--- config.mk ---
export PLATFORM = sky130hd
export DESIGN_NAME = riscv_dcache_data
export DESIGN_NICKNAME = d
export VERILOG_FILES = /design/src/source/riscv_dcache_pkg.sv /design/src/source/riscv_dcache_data.sv
export SDC_FILE = /design/constraint.sdc
export NUM_CORES = 2
export LEC_CHECK = 0
export BUFFER_PORTS_ARGS = -buffer_cell sky130_fd_sc_hd__buf_2
export CORE_MARGIN = 2
export CORE_UTILIZATION = 46
export DETAILED_ROUTE_END_ITERATION = 16
export PLACE_DENSITY = 0.75
export SYNTH_ARGS = -nofsm -noshare
export SYNTH_HDL_FRONTEND = slang
export SYNTH_SLANG_ARGS = --single-unit
--- constraint.sdc ---
create_clock -name i_riscv_dcache_clk -period 14 [get_ports i_riscv_dcache_clk]
set_input_delay 2.8 -clock i_riscv_dcache_clk [delete_from_list [all_inputs] [get_ports i_riscv_dcache_clk]]
set_output_delay 2.8 -clock i_riscv_dcache_clk [all_outputs]
set_load 0.01 [all_outputs]
--- src/source/riscv_dcache_pkg.sv ---
`default_nettype none

package riscv_dcache_pkg;

  //////////////////////////////////////////////////////////////////////
  // cache geometry
  //////////////////////////////////////////////////////////////////////
  localparam int LINE_W      = 128;                    // bits per line
  localparam int WORD_W      = 64;                     // cpu data width
  localparam int CACHE_DEPTH = 16;                     // number of lines
  localparam int ADDR_W      = 12;                     // byte address, 4 KiB
  localparam int OFF_W       = 4;
  localparam int IDX_W       = 4;
  localparam int TAG_W       = ADDR_W - IDX_W - OFF_W;
  localparam int LADDR_W     = TAG_W + IDX_W;          // memory line address
  localparam int MEM_LAT     = 4;                      // req to ready, in cycles

  typedef logic [ADDR_W-1:0]  addr_t;
  typedef logic [TAG_W-1:0]   tag_t;
  typedef logic [IDX_W-1:0]   idx_t;
  typedef logic [OFF_W-1:0]   off_t;
  typedef logic [LADDR_W-1:0] laddr_t;
  typedef logic [LINE_W-1:0]  line_t;
  typedef logic [WORD_W-1:0]  word_t;

  // 00 byte, 01 half, 10 word, 11 double
  typedef logic [1:0] store_src_t;

  typedef enum logic [1:0] {
    S_IDLE,
    S_WBACK,   // victim line going out
    S_REFILL,  // new line coming in
    S_FILL     // write refill into the arrays
  } dc_state_t;

endpackage

`default_nettype wire

--- src/source/riscv_dcache_data.sv ---
`timescale 1ns/1ps
`default_nettype none

module riscv_dcache_data import riscv_dcache_pkg::*; (
  input  wire logic       i_riscv_dcache_clk,
  input  wire logic       i_wren,
  input  wire logic       i_fill,
  input  wire idx_t       i_index,
  input  wire off_t       i_offset,
  input  wire store_src_t i_store_src,
  input  wire word_t      i_cpu_data,
  input  wire line_t      i_fill_line,
  output line_t           o_line
);

  line_t line_q [CACHE_DEPTH];

  line_t            size_mask;  // low bytes covered by the store
  line_t            wr_mask;
  line_t            wr_data;
  line_t            merged;
  logic [OFF_W+2:0] bit_shift;

  //////////////////////////////////////////////////////////////////////
  // store merge
  //////////////////////////////////////////////////////////////////////
  always_comb begin
    case (i_store_src)
      2'b00:   size_mask = line_t'(8'hff);
      2'b01:   size_mask = line_t'(16'hffff);
      2'b10:   size_mask = line_t'(32'hffff_ffff);
      default: size_mask = line_t'({WORD_W{1'b1}});
    endcase
  end

  assign bit_shift = {i_offset, 3'b000};  // byte offset in bits
  assign wr_mask   = size_mask << bit_shift;
  assign wr_data   = line_t'(i_cpu_data) << bit_shift;
  assign merged    = (line_q[i_index] & ~wr_mask) | (wr_data & wr_mask);

  //////////////////////////////////////////////////////////////////////
  // line array
  //////////////////////////////////////////////////////////////////////
  always_ff @(posedge i_riscv_dcache_clk) begin
    if (i_fill) begin
      line_q[i_index] <= i_fill_line;  // whole line from memory
    end else if (i_wren) begin
      line_q[i_index] <= merged;
    end
  end

  assign o_line = line_q[i_index];  // async read, also feeds write-back

  // a store never lands in the same cycle as a refill
  a_no_store_during_fill : assert property (
    @(posedge i_riscv_dcache_clk) !(i_wren && i_fill)
  );

endmodule

`default_nettype wire

==> results.ini <==
[sta]
rsz0062_at_grt=no
clock.fmax_mhz=108
timing.setup.tns_ps=0
hold_viol_final=0
fin_worst_skew_ps=55.2
max-slew-margin-rel_pct=9.32
fin_crit_ps=9240
post-route-period-util_pct=66.0
worst_pin_slew_ps=1320
holdWs_ps=1330
finalSetupViolations=0
finalMaxSlewViolations=0

[worst_setup_path]
worstPathRequired_ps=11200
critPathMaxFanout=87
r2r_setup_slack_ps=11500
critical_path_class=primary input to output port
arrival_ps=6440
crit_start=i_index[0]
ff2ff_path_depth=4
setup.worst_path.end=o_line[59]
r2r_start=line_q[15][46]$_DFFE_PP_
r2r_end=line_q[3][46]$_DFFE_PP_
startpoint_type=primary input
worstSetupEndpointType=output port

[power]
leakagePower_nw=29.9
pwr-share-seq_pct=52.4
clkPwrFrac_pct=39.4
sw_frac_of_total_pct=23.0
p_per_area_mw_per_mm2=142
intPower_mw=10.3
combPwrFrac_pct=8.2
peakVddDrop_mv=0.150
power_mw=13.3
switching_power_mw=3.06

[synthesis]
ys_types=53
synth.most_common_cell=edfxtp_1
synthTopCellsByArea=edfxtp_1 75%, mux4_2 17%, mux2i_1 0.83%
syn_avg_cell_area_um2=21.6
syn-num-nets=4024
yosys_warnings=0
synth-edff-count=2048
yosysTopAreaCellShare_pct=74.6
yosysTopAreaCell=edfxtp_1
synth-main-ff-cell=edfxtp_1
async_flop_share_pct=0
synth_seq_area_share_pct=74.6
syn_inst=3819
ys_ff_latch=2048
synth_common_cells=2048 x edfxtp_1, 640 x mux4_2, 149 x nor2_1, 126 x clkbuf_1, 126 x nand2_1
syn_area_mm2=0.0824

[global_route]
grt-ovfl-total=0
antenna_found_initial=59
grt_usage_pct=25.7
grt_max_degree=130
grt_pass1_vias=42400
grt_pass1_wl_mm=326

[routing]
drt_pass1_iterations=8
ant_nets=0
via_count=43500
wl_per_cell_um=34.7
drc=0
drt_iter0_drc=6197
wirelength_mm=236
vias_per_cell=6.40

[hold_path]
min_path_type=flip-flop to flip-flop

[floorplanning]
core.rowCount=155
die_w_um=427
core_mm2=0.178
die_y_um=427
start_util_pct=46.3
die_area_mm2=0.183
num_io_pins=333

[cts]
clockBufferDepth=3
postCtsSetupBuffers=0
htree_levels=4
cts_inserted_buffers=193
tritoncts=built
clockRootBuffer=clkbuf_16
clk_pin_slew_worst_paths_ps=60
hold_buffers=0
cts_sinks=2048
post_cts_resized=0
clkLatencyLatePin_ps=860

[finish]
top_register=line_q
fin_area_mm2=0.0938
finalCoreUtilization_pct=52.6
area_growth_pct=13.7
finalNetCount=4440
nFillCells=13300
reg_top3=line_q x2048
drive_gt1_share_pct=33.7
largest_reg_flops=2048

[run_status]
outcome=finished, final reports clean

[placed_design]
dpl_cell_area_mm2=0.0873
gp_congestion=0.925
hpwl_mm=138
port_buffers=332

[flow_run]
cap_violations=0

-- power groups by stage --
stage	Clock (mW)	Combinational, mW	Sequential [mW]
2_1_floorplan	0	0.641	7.13
3_3_place_gp	0	1.07	7.11
3_5_place_dp	0	1.09	7.12
4_1_cts	5.29	1.09	6.99
5_1_grt	5.52	1.15	7.00
6_report	5.25	1.10	6.99
-- cells in the final DEF, fill, tap and decap left out, drive strengths merged, types with 48 or more instances in the layout --
master  synthesis  layout
a21oi          72      72
o21ai         104     104
nand2         126     126
edfxtp       2048    2048
mux2           48      48
buf           116     462
clkbuf        126     231
mux2i          68      68
nor3           55      55
mux4          640     640
clkinv          1      85
nor2          149     149
-- worst max-delay path: stages --
cell and delay [ps]:
buf_8 570, buf_12 560, buf_4 850, mux4_2 610, mux4_2 540, buf_2 170
-- cells by family after synthesis --
kind of cell | synth area share [%]
mux | 19.0
simple gates | 2.09
flops | 74.6
buf+inv | 1.38
compound gates | 2.98
-- routing by layer --
layer / share of wire, % / up-vias / GRT usage [%]
met3: 9.3 / 606 / 4.75
met1: 34 / 22800 / 31.8
li1: - / 17200 / -
met2: 49 / 2903 / 40.6
met4: 7.9 / 8 / 19.0
met5: 0.026 / - / 0
-- per-stage QoR --
stage / instances / setup WS (ps)
floorplan: 3819 / 402
global placement: 6394 / 4690
detailed placement: 6394 / 4660
CTS: 6751 / 4630
global route: 6791 / 4390
finish: 6795 / 4760
-- worst min-delay path by stage --
stage,to,cells past startpoint,startpoint
after floorplan,line_q[0][119]$_DFFE_PP_,4,line_q[14][119]$_DFFE_PP_
after global placement,line_q[8][112]$_DFFE_PP_,4,line_q[14][112]$_DFFE_PP_
after detailed placement,line_q[15][113]$_DFFE_PP_,4,line_q[15][113]$_DFFE_PP_
after CTS,line_q[0][113]$_DFFE_PP_,4,line_q[15][113]$_DFFE_PP_
after global routing,line_q[4][37]$_DFFE_PP_,5,line_q[6][37]$_DFFE_PP_
final,line_q[0][113]$_DFFE_PP_,4,line_q[15][113]$_DFFE_PP_
-- cell type report --
type / count / area, um2 / share of cell area (%)
inverter: 8 / 30.0 / 0.0320
tap: 2355 / 2950 / 3.14
antenna: 43 / 108 / 0.115
sequential: 2048 / 61500 / 65.6
multi-input combinational: 1521 / 20000 / 21.3
timing repair buffer: 463 / 2800 / 2.99
clock buffer: 230 / 4990 / 5.32
clock inverter: 127 / 1380 / 1.47
Note: power is estimated with default switching activity, not from simulation.
