**config.mk**
```make
export PLATFORM = sky130hd
export DESIGN_NAME = riscv_dcache_tag
export DESIGN_NICKNAME = d
export VERILOG_FILES = /design/src/source/riscv_dcache_pkg.sv /design/src/source/riscv_dcache_tag.sv
export SDC_FILE = /design/constraint.sdc
export NUM_CORES = 1
export LEC_CHECK = 0
export BUFFER_PORTS_ARGS = -buffer_cell sky130_fd_sc_hd__buf_2
export CAP_MARGIN = 0
export CORE_ASPECT_RATIO = 1.5
export CORE_UTILIZATION = 60
export DETAILED_ROUTE_END_ITERATION = 12
export PLACE_DENSITY = 0.82
export SLEW_MARGIN = 0
export SYNTH_ARGS = -nofsm -noshare
export SYNTH_HDL_FRONTEND = slang
export SYNTH_SLANG_ARGS = --single-unit
```
**constraint.sdc**
```tcl
create_clock -name i_riscv_dcache_clk -period 3.1 [get_ports i_riscv_dcache_clk]
set_input_delay 0.155 -clock i_riscv_dcache_clk [delete_from_list [all_inputs] [get_ports i_riscv_dcache_clk]]
set_output_delay 0.155 -clock i_riscv_dcache_clk [all_outputs]
set_load 0.005 [all_outputs]
```
**src/source/riscv_dcache_pkg.sv**
```systemverilog
`default_nettype none

package riscv_dcache_pkg;

  //////////////////////////////////////////////////////////////////////
  // cache geometry
  //////////////////////////////////////////////////////////////////////
  localparam int LINE_W      = 128;                    // bits per line
  localparam int WORD_W      = 64;                     // cpu data width
  localparam int CACHE_DEPTH = 16;                     // number of lines
  localparam int ADDR_W      = 12;                     // byte address, 4 KiB
  localparam int OFF_W       = 4;
  localparam int IDX_W       = 4;
  localparam int TAG_W       = ADDR_W - IDX_W - OFF_W;
  localparam int LADDR_W     = TAG_W + IDX_W;          // memory line address
  localparam int MEM_LAT     = 4;                      // req to ready, in cycles

  typedef logic [ADDR_W-1:0]  addr_t;
  typedef logic [TAG_W-1:0]   tag_t;
  typedef logic [IDX_W-1:0]   idx_t;
  typedef logic [OFF_W-1:0]   off_t;
  typedef logic [LADDR_W-1:0] laddr_t;
  typedef logic [LINE_W-1:0]  line_t;
  typedef logic [WORD_W-1:0]  word_t;

  // 00 byte, 01 half, 10 word, 11 double
  typedef logic [1:0] store_src_t;

  typedef enum logic [1:0] {
    S_IDLE,
    S_WBACK,   // victim line going out
    S_REFILL,  // new line coming in
    S_FILL     // write refill into the arrays
  } dc_state_t;

endpackage

`default_nettype wire

```
**src/source/riscv_dcache_tag.sv**
```systemverilog
`timescale 1ns/1ps
`default_nettype none

module riscv_dcache_tag import riscv_dcache_pkg::*; (
  input  wire logic i_riscv_dcache_clk,
  input  wire logic i_rst_n,
  input  wire idx_t i_index,
  input  wire tag_t i_tag,
  input  wire logic i_set_dirty,
  input  wire logic i_clr_dirty,
  input  wire logic i_replace_tag,
  output logic      o_hit,
  output logic      o_dirty,
  output tag_t      o_tag_old
);

  tag_t                   tag_q [CACHE_DEPTH];
  logic [CACHE_DEPTH-1:0] valid_q;
  logic [CACHE_DEPTH-1:0] dirty_q;

  always_ff @(posedge i_riscv_dcache_clk) begin
    if (i_replace_tag) begin
      tag_q[i_index] <= i_tag;
    end
  end

  always_ff @(posedge i_riscv_dcache_clk or negedge i_rst_n) begin
    if (!i_rst_n) begin
      valid_q <= '0;
      dirty_q <= '0;
    end else begin
      if (i_replace_tag) begin
        valid_q[i_index] <= 1'b1;
        dirty_q[i_index] <= 1'b0;  // fresh line from memory
      end else if (i_set_dirty) begin
        dirty_q[i_index] <= 1'b1;
      end else if (i_clr_dirty) begin
        dirty_q[i_index] <= 1'b0;  // write-back done
      end
    end
  end

  assign o_hit     = valid_q[i_index] && (tag_q[i_index] == i_tag);
  assign o_dirty   = valid_q[i_index] && dirty_q[i_index];
  assign o_tag_old = tag_q[i_index];

  // refill and store commit come from different controller states
  a_no_replace_and_store : assert property (
    @(posedge i_riscv_dcache_clk) disable iff (!i_rst_n)
    !(i_replace_tag && i_set_dirty)
  );

endmodule

`default_nettype wire

```
==> results.md <==
- Clock Skew: 0 ns
- Synth Instances: 260
- Post-synth EDFFs: 64
- Ranking of synthesized cells by area: edfxtp_1 (46%), dfrtp_1 (19%), mux4_2 (8.6%)
- RSZ-0062 raised after global routing: false
- Wirelength per Cell: 22.79 µm
- Net Count, Synth: 273
- CP required: 2.94 ns
- Synth async-reset ratio: 33.33%
- Critical Path Slowest Stage Cell: mux4_1
- CP arrival: 2.26 ns
- Max-Slew Margin vs Limit: 51.46%
- Final nets: 287
- CTS tree: yes
- Gr ovfl total: 0
- FP Rows: 36
- Synth unique cells: 24
- DR iter-0 viols: 201
- Psw: 584.1 µW
- Die Wd: 70.09 µm
- Synthesized area per cell: 16.05 µm²
- Flop pwr share: 58.7%
- Skew-Pair Late Insertion Delay: 0.37 ns
- Finish-stage setup viols: 0
- Post-DRT Antenna Nets: 0
- Post-Syn Area: 4173 µm²
- Status: finished clean
- Seq/Total Area, Yosys: 65.25%
- Total CTS buffers: 9
- Ys flop type: edfxtp_1
- Clk pwr share: 29.9%
- Buf+Inv Stages, Crit Path: 1
- Maximum clock rate: 413.6 MHz
- Crit-path leading delay family: multiplexers
- I/O Buffers: 18
- Smallest hold slack: 0.1764 ns
- GP Congestion: 0.8695
- Worst-path fanout max: 2
- MaxCap Viol Count: 0
- Worst path max stage delay: 0.52 ns
- Leak Pwr: 1.507 nW
- DRC errors left: 0
- Vias: 2357
- Setup crit end kind: output port
- Post-route worst setup slack: 0.6824 ns
- Pre-CTS WS: 0.7016 ns
- Post-synthesis register bit count: 96
- ANT cells: 0
- Hold Crit Class: in -> reg
- H-tree depth: 3
- Area growth, synth to finish: 6.777%
- Critical Path Start Type: flop
- Clock sink count: 96
- Synth Warn #: 0
- Clock Pin Slew Worst Setup and Hold Paths: 0.08 ns
- Slew @ Worst Pin: 0.7281 ns
- Sw Share: 22.93%
- Die area: 7299 µm²
- Share of post-route cells with drive strength above 1: 22.94%
- Internal: 1.963 mW
- Final min period: 2.418 ns
- Pin count of the biggest net entering global routing: 33
- Final HPWL DP: 5301 µm
- Pwr dens: 571.8 nW/µm²
- Most frequent CP cell: mux2i_1
- CTS Buffer Depth: 2
- Setup Crit Path Kind: reg -> out
- Overall Global Routing Usage: 24.25%
- CP Cell Sequence: mux4_1 > mux2i_1 > mux2i_1 > xor2_1 > nor4_2 > buf_2
- Pins Over Slew Limit: 0
- Tot Pwr: 2.547 mW
- Fin. Hold Viols: 0
- First-pass GRT wire length: 12680 µm
- Fin Setup TNS: 0 ns
- Synth area leader: edfxtp_1
- Post-CTS Resized: 0
- Drt pass-1 iters: 4
- Number of global-route vias before repair: 2354
- Initial antenna violation count: 0
- DIE HEIGHT: 104.1 µm
- Period utilisation layout: 77.99%
- VDD IR-drop max: 0.4636 mV
- Yosys top cell area share: 46.06%
- Post-Route WL: 8091 µm
- DR vias/cell: 6.639
- I/O Pins: 19
- Core area: 6621 µm²
- Initial core utilization: 63.02%
- Root buffer cell: clkbuf_8
- Comb pwr share: 11.4%
[cell usage after synthesis, types with 4 or more instances]
cell       n
a22oi_1   10
edfxtp_1  64
o21ai_0   32
dfrtp_1   32
mux2i_1    9
a32oi_1    8
mux4_1    10
clkbuf_1   7
nand2_1    5
nand2b_1   4
nor2_1    20
buf_2      7
mux4_2    16
or2_2     18
[through the flow]
stage | util [%] | instance area [µm²] | std cells
3_3_place_gp | 64.42 | 4265 | 338
3_5_place_dp | 64.42 | 4265 | 338
6_report | 67.29 | 4456 | 355
5_1_grt | 67.29 | 4456 | 355
4_1_cts | 67.29 | 4456 | 355
2_1_floorplan | - | 4173 | 260
[placed cells by master, fill, tap and decap left out, types with 2 or more instances in the layout]
cell and instances:
clkbuf_8 9, or2_2 18, and2_1 2, nor2b_1 3, nand2b_1 4, xor2_1 3
dfrtp_1 32, buf_2 18, a22oi_1 10, nand2_1 5, mux4_2 16, nand3_1 3
mux2i_1 9, clkbuf_1 3, a32oi_1 8, edfxtp_1 64, inv_1 2, mux4_1 10
clkinv_1 2, o21ai_0 32, nor2_1 20
[power groups by stage]
stage | combinational, mW | sequential (mW) | clock [mW]
floorplan | 0.213 | 1.51 | 0
global placement | 0.282 | 1.52 | 0
detailed placement | 0.291 | 1.52 | 0
CTS | 0.292 | 1.49 | 0.771
global route | 0.316 | 1.50 | 0.822
finish | 0.291 | 1.50 | 0.761
[final timing paths]
| path | depth (start not counted) | endpoint | start | slack [ns] |
|---|---|---|---|---|
| max in group asynchronous | 2 | asynchronous set/reset pin | i_rst_n | 2.26 |
| setup / recovery | 6 | o_hit | tag_q[5][0]$_DFFE_PP_ | 0.68 |
| min in group asynchronous | 2 | asynchronous set/reset pin | i_rst_n | 0.38 |
| setup reg to reg | 2 | flop | flop | 2.28 |
| hold reg to reg | 1 | valid_q[4]$_DFFE_PN0P_ | valid_q[4]$_DFFE_PN0P_ | 0.47 |
| hold / removal | 1 | tag_q[12][1]$_DFFE_PP_ | i_tag[1] | 0.18 |
[final cells by class]
| cell class | instances | area (µm²) |
|---|---|---|
| multi-input cells | 146 | 1350 |
| flip-flops and latches | 96 | 2723 |
| fillers | 434 | 2166 |
| repair buffers | 19 | 100.1 |
| well taps | 76 | 95.09 |
| clock buffers | 12 | 135.1 |
| clock inverters | 4 | 45.04 |
| inverters | 2 | 7.507 |
[routing by layer]
layer  routed length (µm)  vias to the layer above  global-route usage, %
li1                     -                     1052                      -
met1                 3156                     1186                  31.20
met2                 4201                       99                  38.94
met3                  515                       20                  5.523
met4                  218                        0                  11.86
met5                    0                        -                      0
[timing repair]
action,in CTS,in global routing
endpoints found under the hold margin,32,0
hold buffers,1,0
setup endpoints to repair,0,0
buffers inserted,0,0
[kinds of logic (layout without fill, tap and decap cells)]
| kind of cell | after synthesis | count (layout) | synth area share, % |
|---|---|---|---|
| AOI/OAI and AO/OA | 51 | 51 | 7.496 |
| buffers and inverters | 18 | 37 | 2.399 |
| muxes | 35 | 35 | 17.09 |
| DFF | 96 | 96 | 65.25 |
| xor gates and xnor gates | 3 | 3 | 0.6298 |
| and+or+nand+nor | 57 | 57 | 7.136 |
Note: power is estimated with default switching activity, not from simulation.
