==> config.mk <==
export PLATFORM = sky130hd
export DESIGN_NAME = riscv_dcache_fsm_flat
export DESIGN_NICKNAME = d
export VERILOG_FILES = /design/src/source/riscv_dcache_pkg.sv /design/src/source/riscv_dcache_mem_if.sv /design/src/source/riscv_dcache_fsm.sv /design/src/flat_wrapper.sv
export SDC_FILE = /design/constraint.sdc
export NUM_CORES = 1
export LEC_CHECK = 0
export ABC_AREA = 0
export BUFFER_PORTS_ARGS = -buffer_cell sky130_fd_sc_hd__buf_2
export CORE_AREA = 2 2 39 41
export CTS_CLUSTER_DIAMETER = 40
export CTS_CLUSTER_SIZE = 20
export DETAILED_ROUTE_END_ITERATION = 10
export DIE_AREA = 0 0 41 43
export GPL_ROUTABILITY_DRIVEN = 0
export SETUP_SLACK_MARGIN = 0.1
export SYNTH_ARGS = -nofsm -noshare
export SYNTH_HDL_FRONTEND = slang
export SYNTH_SLANG_ARGS = --single-unit
==> constraint.sdc <==
create_clock -name i_riscv_dcache_clk -period 2.6 [get_ports i_riscv_dcache_clk]
set_input_delay 0.13 -clock i_riscv_dcache_clk [delete_from_list [all_inputs] [get_ports i_riscv_dcache_clk]]
set_output_delay 0.13 -clock i_riscv_dcache_clk [all_outputs]
set_load 0.005 [all_outputs]
==> src/source/riscv_dcache_pkg.sv <==
`default_nettype none

package riscv_dcache_pkg;

  //////////////////////////////////////////////////////////////////////
  // cache geometry
  //////////////////////////////////////////////////////////////////////
  localparam int LINE_W      = 128;                    // bits per line
  localparam int WORD_W      = 64;                     // cpu data width
  localparam int CACHE_DEPTH = 16;                     // number of lines
  localparam int ADDR_W      = 12;                     // byte address, 4 KiB
  localparam int OFF_W       = 4;
  localparam int IDX_W       = 4;
  localparam int TAG_W       = ADDR_W - IDX_W - OFF_W;
  localparam int LADDR_W     = TAG_W + IDX_W;          // memory line address
  localparam int MEM_LAT     = 4;                      // req to ready, in cycles

  typedef logic [ADDR_W-1:0]  addr_t;
  typedef logic [TAG_W-1:0]   tag_t;
  typedef logic [IDX_W-1:0]   idx_t;
  typedef logic [OFF_W-1:0]   off_t;
  typedef logic [LADDR_W-1:0] laddr_t;
  typedef logic [LINE_W-1:0]  line_t;
  typedef logic [WORD_W-1:0]  word_t;

  // 00 byte, 01 half, 10 word, 11 double
  typedef logic [1:0] store_src_t;

  typedef enum logic [1:0] {
    S_IDLE,
    S_WBACK,   // victim line going out
    S_REFILL,  // new line coming in
    S_FILL     // write refill into the arrays
  } dc_state_t;

endpackage

`default_nettype wire

==> src/source/riscv_dcache_mem_if.sv <==
`timescale 1ns/1ps
`default_nettype none

// line-wide bus between the cache and the backing memory
interface riscv_dcache_mem_if import riscv_dcache_pkg::*; ();

  logic   req;    // valid, held until ready
  logic   we;     // write-back when high
  laddr_t addr;
  line_t  wdata;
  logic   ready;  // one-cycle pulse
  line_t  rdata;

  modport ctrl (output req, output we, output addr, input ready);

  modport mem (input req, input we, input addr, input wdata,
               output ready, output rdata);

  modport src (output wdata, input rdata);

endinterface

`default_nettype wire

==> src/source/riscv_dcache_fsm.sv <==
`timescale 1ns/1ps
`default_nettype none

module riscv_dcache_fsm import riscv_dcache_pkg::*; (
  input  wire logic          i_riscv_dcache_clk,
  input  wire logic          i_rst_n,
  input  wire logic          i_rden,
  input  wire logic          i_wren,
  input  wire logic          i_globstall,
  input  wire logic          i_hit,
  input  wire logic          i_dirty,
  input  wire idx_t          i_index,
  input  wire tag_t          i_tag,
  input  wire tag_t          i_tag_old,
  riscv_dcache_mem_if.ctrl   mem,
  output logic               o_cache_wren,
  output logic               o_fill,
  output logic               o_set_dirty,
  output logic               o_replace_tag,
  output logic               o_stall
);

  dc_state_t state_q;
  dc_state_t state_d;
  logic      ack_q;  // ready seen last cycle so req drops for one cycle
  logic      miss;

  assign miss = (i_rden || i_wren) && !i_hit;

  always_ff @(posedge i_riscv_dcache_clk or negedge i_rst_n) begin
    if (!i_rst_n) begin
      state_q <= S_IDLE;
      ack_q   <= 1'b0;
    end else begin
      state_q <= state_d;
      ack_q   <= mem.ready;
    end
  end

  //////////////////////////////////////////////////////////////////////
  // next state and outputs
  //////////////////////////////////////////////////////////////////////
  always_comb begin
    state_d       = state_q;
    o_cache_wren  = 1'b0;
    o_set_dirty   = 1'b0;
    o_fill        = 1'b0;
    o_replace_tag = 1'b0;
    mem.req       = 1'b0;
    mem.we        = 1'b0;
    mem.addr      = {i_tag, i_index};  // new line address by default

    case (state_q)
      S_IDLE: begin
        if (i_wren && i_hit && !i_globstall) begin
          o_cache_wren = 1'b1;
          o_set_dirty  = 1'b1;
        end
        if (miss && !i_globstall) begin
          state_d = i_dirty ? S_WBACK : S_REFILL;
        end
      end
      S_WBACK: begin
        mem.req  = !ack_q;
        mem.we   = 1'b1;
        mem.addr = {i_tag_old, i_index};  // victim line
        // a started transfer finishes even under global stall
        if (mem.ready) begin
          state_d = S_REFILL;
        end
      end
      S_REFILL: begin
        mem.req = !ack_q;
        if (mem.ready) begin
          state_d = S_FILL;
        end
      end
      S_FILL: begin
        if (!i_globstall) begin
          o_fill        = 1'b1;
          o_replace_tag = 1'b1;
          state_d       = S_IDLE;
        end
      end
      default: state_d = S_IDLE;
    endcase
  end

  assign o_stall = (state_q != S_IDLE) || miss;

  // request fields hold steady until memory answers
  a_req_held_until_ready : assert property (
    @(posedge i_riscv_dcache_clk) disable iff (!i_rst_n)
    (mem.req && !mem.ready) |=> (mem.req && $stable(mem.we) && $stable(mem.addr))
  );

endmodule

`default_nettype wire

==> src/flat_wrapper.sv <==
// flat-port wrapper written by rule: the top's interface ports become plain ports
module riscv_dcache_fsm_flat import riscv_dcache_pkg::*;
  (i_riscv_dcache_clk, i_rst_n, i_rden, i_wren, i_globstall, i_hit, i_dirty, i_index, i_tag, i_tag_old, o_cache_wren, o_fill, o_set_dirty, o_replace_tag, o_stall, mem_req, mem_we, mem_addr, mem_ready);
  riscv_dcache_mem_if mem_i ();
  input  wire logic i_riscv_dcache_clk;
  input  wire logic i_rst_n;
  input  wire logic i_rden;
  input  wire logic i_wren;
  input  wire logic i_globstall;
  input  wire logic i_hit;
  input  wire logic i_dirty;
  input  wire idx_t i_index;
  input  wire tag_t i_tag;
  input  wire tag_t i_tag_old;
  output logic o_cache_wren;
  output logic o_fill;
  output logic o_set_dirty;
  output logic o_replace_tag;
  output logic o_stall;
  output wire logic [$bits(mem_i.req)-1:0] mem_req;
  output wire logic [$bits(mem_i.we)-1:0] mem_we;
  output wire logic [$bits(mem_i.addr)-1:0] mem_addr;
  input wire logic [$bits(mem_i.ready)-1:0] mem_ready;
  assign mem_req = mem_i.req;
  assign mem_we = mem_i.we;
  assign mem_addr = mem_i.addr;
  assign mem_i.ready = mem_ready;
  riscv_dcache_fsm u_core (.i_riscv_dcache_clk(i_riscv_dcache_clk), .i_rst_n(i_rst_n), .i_rden(i_rden), .i_wren(i_wren), .i_globstall(i_globstall), .i_hit(i_hit), .i_dirty(i_dirty), .i_index(i_index), .i_tag(i_tag), .i_tag_old(i_tag_old), .mem(mem_i), .o_cache_wren(o_cache_wren), .o_fill(o_fill), .o_set_dirty(o_set_dirty), .o_replace_tag(o_replace_tag), .o_stall(o_stall));
endmodule
==> results.ini, run 1 <==
[outcome]
status=finished, final reports clean

[place]
pre_cts_slack_ps=910
hpwl_um=604
io_buffer_count=26
place_inst=68

[grt]
grt_pass1_wl_um=1080
antenna_found_initial=0
grt_overflow=0
grt_max_degree=7
grt_usage_pct=9.55
grt_pass1_vias=307

[logic_synthesis]
synth_area_per_cell_um2=10.3
ys_warn_count=0
ys_ff_latch=3
synthesis.nets=57
ys_seq_area_share_pct=22.1
synth_cells=33
mappedNetlistArea_um2=340
synth_cell_types=16

[finish]
diodes=0
multiInputGateArea_um2=198
area_delta_synth_final_pct=38.2
regArea_um2=75.1
nNetsFinal=82
drive_gt1_share_pct=59.6
final_core_util_pct=34.0
nFillCells=150
final_cells=73

[worst_setup_path]
critical_path_peak_fanout=6
cpMaxStageDelayCell=dfrtp_1
slowest_delay_ps=390
r2r-start=u_core.state_q[1]$_DFFE_PN0P_
timing.critical_path.buf_inv=1
critical-path-top-delay-family=compound AO/OA/AOI/OAI gates
worst_setup_path_start_kind=flop
critPathLaunch=u_core.state_q[1]$_DFFE_PN0P_
required_ps=2710
worst_ep_arrival_time_ps=1770
path_cells=inv_1, ha_1, o21ba_1, a211oi_2, mux2_1
cp-end-kind=flop
crit_type=reg -> reg

[clocking]
cts_root_buf=clkbuf_4
clock_path_buffers=2
htreeDepth=1
clk_pin_slew_ps=40
cts_tree=built
clock_latency_ps=230
numCtsBuffers=3
cts_resized=0
clock_sinks=3

[timing]
period_minus_slack_ps=1670
rsz0062_at_grt=false
hold_violations=0
setup_ws_ps=935
tightest_slew_ps=246
fmax_mhz=600
fin_skew_ps=2.62
fin_tns_setup_ps=0
fin_crit_sh_pct=64.1
final-max-slew-violation-count=0
finalSetupViolCount=0
slew_headroom_pct=83.6

[drt]
dr_wl_met2_um=309
wl_met3_um=104
vias=317
wl_per_cell_um=9.03
drt_first_pass_iters=1
viasPerCell=4.34
wl_um=659
drc=0
routed.top_layer=met3
drt-initial-drc-count=0
ant_nets=0
m1WireLength_um=246

[run]
maxCapViolCount=0

[die]
fp.coreArea_mm2=0.00138
rows=14
start_util_pct=24.6
die_height_um=43
die_area_mm2=0.00176
io_pins=35
die_w_um=41

[pwr]
p_per_area_mw_per_mm2=896
ir_drop_v=0.000376
p_total_mw=0.422
p_leak_nw=0.272

[min_path]
worstHoldPathType=in -> reg
min_from=mem_ready

[worst register-to-register path: stages, from the launching register on]
cell and delay [ps]:
dfrtp_1 390, inv_1 80, ha_1 260, o21ba_1 210, a211oi_2 270, mux2_1 340
[through the flow]
step | area [um^2] | hold slack [ps]
after CTS | 470 | 18.6
after detailed placement | 434 | -70.3
after global routing | 470 | 15.6
after global placement | 434 | -68.8
final | 470 | 23.9
after floorplan | 340 | -166
[repair_timing]
item,in CTS,in global routing
buffers inserted,0,0
endpoints found under the hold margin,3,0
hold buffers,1,0
[final cells by class]
type / instances / share of cell area, %
clock buffer: 4 / 5.59
multi-input combinational: 20 / 42.0
timing repair buffer: 27 / 29.8
tap: 16 / 4.26
sequential: 3 / 16.0
inverter: 3 / 2.39
[cell usage after synthesis]
| master | count | share of area [%] |
|---|---|---|
| o21a_1 | 1 | 2.2 |
| buf_4 | 6 | 13 |
| o21bai_1 | 1 | 2.2 |
| mux2i_1 | 3 | 8.8 |
| inv_1 | 3 | 3.3 |
| o21ba_1 | 1 | 2.9 |
| nor2_1 | 1 | 1.1 |
| ha_1 | 4 | 15 |
| a211oi_2 | 1 | 3.7 |
| dfrtp_1 | 3 | 22 |
| and4b_1 | 1 | 2.9 |
| buf_6 | 1 | 3.3 |
| mux2_2 | 4 | 13 |
| nor2b_1 | 1 | 1.8 |
| mux2_1 | 1 | 3.3 |
| nand2_1 | 1 | 1.1 |
[registers in the layout, summed over array words and instances, names as in the netlist]
| signal | flops |
|---|---|
| u_core.ack_q | 1 |
| u_core.state_q | 2 |
[layer usage]
layer	GRT usage [%]	vias to the layer above
li1	-	153
met1	8.71	140
met2	14.7	24
met3	7.85	0
met4	4.00	0
met5	0	-
[logic make-up after synthesis]
kind of cell             after synthesis  synth area share [%]
flip-flops                             3                  22.1
multiplexers                           8                  25.4
AO/OA/AOI/OAI                          4                  11.0
AND/OR/NAND/NOR                        4                  6.98
buffers and inverters                 10                  19.9
adder cells (fa/ha/maj)                4                  14.7
[placed cells by master, fill, tap and decap left out]
cell / instances
clkbuf_4: 3
a211oi_2: 1
inv_1: 3
nand2_1: 1
clkbuf_1: 1
o21ba_1: 1
mux2_2: 4
nor2_1: 1
and4b_1: 1
mux2i_1: 3
mux2_1: 1
o21bai_1: 1
buf_2: 26
ha_1: 4
nor2b_1: 1
dlygate4sd3_1: 1
o21a_1: 1
dfrtp_1: 3
[worst paths after layout]
kind / cells past startpoint / endpoint / slack (ps)
setup / recovery: 5 / u_core.state_q[1]$_DFFE_PN0P_ / 930
hold / removal: 1 / u_core.ack_q$_DFF_PN0_ / 20
setup reg to reg: 5 / u_core.state_q[1]$_DFFE_PN0P_ / 930
hold reg to reg: 1 / u_core.state_q[1]$_DFFE_PN0P_ / 560
max in group asynchronous: 2 / u_core.state_q[0]$_DFFE_PN0P_ / 2270
min in group asynchronous: 2 / u_core.state_q[1]$_DFFE_PN0P_ / 220
[report_power, final]
| group | internal [mW] | switching, mW | total, mW |
|---|---|---|---|
| sequential | 0.0653 | 0.0168 | 0.0821 |
| clock | 0.0573 | 0.0217 | 0.0790 |
| combinational | 0.142 | 0.118 | 0.260 |
| total | 0.265 | 0.157 | 0.422 |
Note: power is estimated with default switching activity, not from simulation.
==> run 2, diff against run 1 <==
clock period = 1.5 ns   (was 2.6 ns; I/O delays follow)
==> run 2 against run 1 <==
  * The flow now finishes with violations (setup timing)
  * Via count up 7.6%
  * Sequential cell count unchanged
  * Final area up 27%
  * Sequential power up 90%
  * Cell count up 11%
  * Clock-buffer cell count unchanged
  * Wire length up 23%
  * Register-to-register slack worse by 960 ps
  * Critical endpoint unchanged
==> results.ini, run 2 (synthesized netlist as in run 1, its figures left out) <==
[clocking]
clock_path_buffers=2  ; unchanged
cts_root_buf=clkbuf_4
clock_latency_ps=230  ; about the same
clk_pin_slew_ps=40  ; about the same
clock_sinks=3  ; unchanged
htreeDepth=1  ; unchanged
numCtsBuffers=3  ; unchanged
cts_tree=built

[finish]
drive_gt1_share_pct=76.9  ; +17 points
diodes=0  ; unchanged
area_delta_synth_final_pct=75.0
nFillCells=145  ; -3.3%
nNetsFinal=90  ; +9.8%
final_core_util_pct=43.0  ; +9.0 points
largest_reg_flops=2  ; unchanged
reg_top3=u_core.state_q (2), u_core.ack_q (1)
layout_common_cells=26 x buf_2, 4 x mux2_2, 4 x buf_4
largest_register=u_core.state_q
final_common_cell=buf_2
final_area_um2=596  ; +27%

[die]
die_area_mm2=0.00176  ; unchanged
rows=14  ; unchanged
io_pins=35  ; unchanged
fp.coreArea_mm2=0.00138  ; unchanged
start_util_pct=24.6  ; unchanged
die_w_um=41  ; unchanged
die_height_um=43  ; unchanged

[worst_setup_path]
critPathLaunch=u_core.state_q[0]$_DFFE_PN0P_
required_ps=1610  ; -1100 ps
crit_type=reg -> reg
r2r-start=u_core.state_q[0]$_DFFE_PN0P_
endpoint=u_core.state_q[1]$_DFFE_PN0P_
r2r_cells=5  ; unchanged
cp-end-kind=flop
r2r_slack_ps=-30  ; -960 ps
worst_setup_path_start_kind=flop
rr_endpoint=u_core.state_q[1]$_DFFE_PN0P_
worst_ep_arrival_time_ps=1640  ; -130 ps
critical_path_peak_fanout=3  ; -3

[drt]
wl_per_cell_um=9.99  ; +11%
ant_nets=0  ; unchanged
drt_first_pass_iters=3  ; +2
drt-initial-drc-count=3  ; +3
vias=341  ; +7.6%
drc=0  ; unchanged
viasPerCell=4.21  ; -3.1%
wl_um=809  ; +23%

[grt]
grt_pass1_vias=363  ; +18%
grt_overflow=0  ; unchanged
grt_max_degree=6  ; -1
grt_usage_pct=11.5  ; +1.9 points
grt_pass1_wl_um=1350  ; +25%
antenna_found_initial=0  ; unchanged

[run]
maxCapViolCount=0  ; unchanged

[timing]
setup_ws_ps=-29.4  ; -964 ps
rsz0062_at_grt=true
slew_headroom_pct=79.9  ; -3.7 points
final-max-slew-violation-count=0  ; unchanged
fin_crit_sh_pct=102  ; +38 points
hold_violations=0  ; unchanged
finalSetupViolCount=6  ; +6
fmax_mhz=654  ; +8.9%
fin_skew_ps=0.0311  ; -2.59 ps
tightest_slew_ps=301  ; +55.4 ps
period_minus_slack_ps=1530  ; -136 ps

[outcome]
violations=setup timing
status=finished, violations left

[place]
hpwl_um=610  ; +0.98%
placed_cell_area_um2=469  ; +8.1%
io_buffer_count=26  ; unchanged
pre_cts_slack_ps=-54.8  ; -965 ps

[pwr]
p_leak_nw=0.309  ; +14%
p_per_area_mw_per_mm2=1810  ; +100%
ir_drop_v=0.000740  ; +97%

[min_path]
worstHoldPathType=in -> out

-- run 2: metrics by stage --
step / setup TNS [ps] / hold WS [ps] / cells / power, mW
finish: -114 / 150 / 81 / 1.08
global route: -525 / 150 / 81 / 1.20
CTS: -237 / 150 / 80 / 1.01
detailed placement: -54.8 / -127 / 71 / 0.703
global placement: -34.9 / -125 / 71 / 0.692
floorplan: -64.9 / -221 / 33 / 0.537
-- run 2: what timing repair did --
item | CTS | global route
endpoints found under the setup margin | 8 | 8
endpoints found under the hold margin | 4 | 0
pin swaps | 3 | 2
gates resized for setup | 7 | 5
buffers inserted | 3 | 1
hold buffers | 2 | 0
-- run 2: critical path: stages (launching register included) --
cell	delay, ps
dfrtp_1	410
buf_6	140
ha_4	150
o21ba_4	190
a211oi_4	190
mux2_4	330
-- run 2: routing by layer --
| metal | GRT usage (%) | up-vias | wire length (um) |
|---|---|---|---|
| met5 | 0 | - | 0 |
| met4 | 6.67 | 0 | 4 |
| met3 | 3.14 | 2 | 48 |
| met2 | 19.7 | 12 | 444 |
| met1 | 11.4 | 156 | 312 |
| li1 | - | 171 | - |
-- run 2: final cells by class --
class                           count  area [um^2]  area share (%)
Timing Repair Buffer               35          214            35.9
Tap cell                           16         20.0            3.36
Multi-Input combinational cell     20          245            41.2
Inverter                            3         13.8            2.31
Sequential cell                     3         76.3            12.8
Clock buffer                        4         26.3            4.41
-- run 2: worst min-delay path by stage --
stage,end,startpoint,cells past startpoint
floorplan,u_core.ack_q$_DFF_PN0_,i_rst_n,0
global placement,u_core.ack_q$_DFF_PN0_,i_rst_n,1
detailed placement,u_core.ack_q$_DFF_PN0_,i_rst_n,1
CTS,mem_addr[2],i_index[2],0
global route,mem_addr[1],i_index[1],0
finish,mem_addr[1],i_index[1],0
-- run 2: power breakdown --
| part | internal (mW) | switching [mW] |
|---|---|---|
| Clock | 0.0995 | 0.0393 |
| Sequential | 0.116 | 0.0400 |
| Combinational | 0.476 | 0.306 |
| Total | 0.692 | 0.386 |
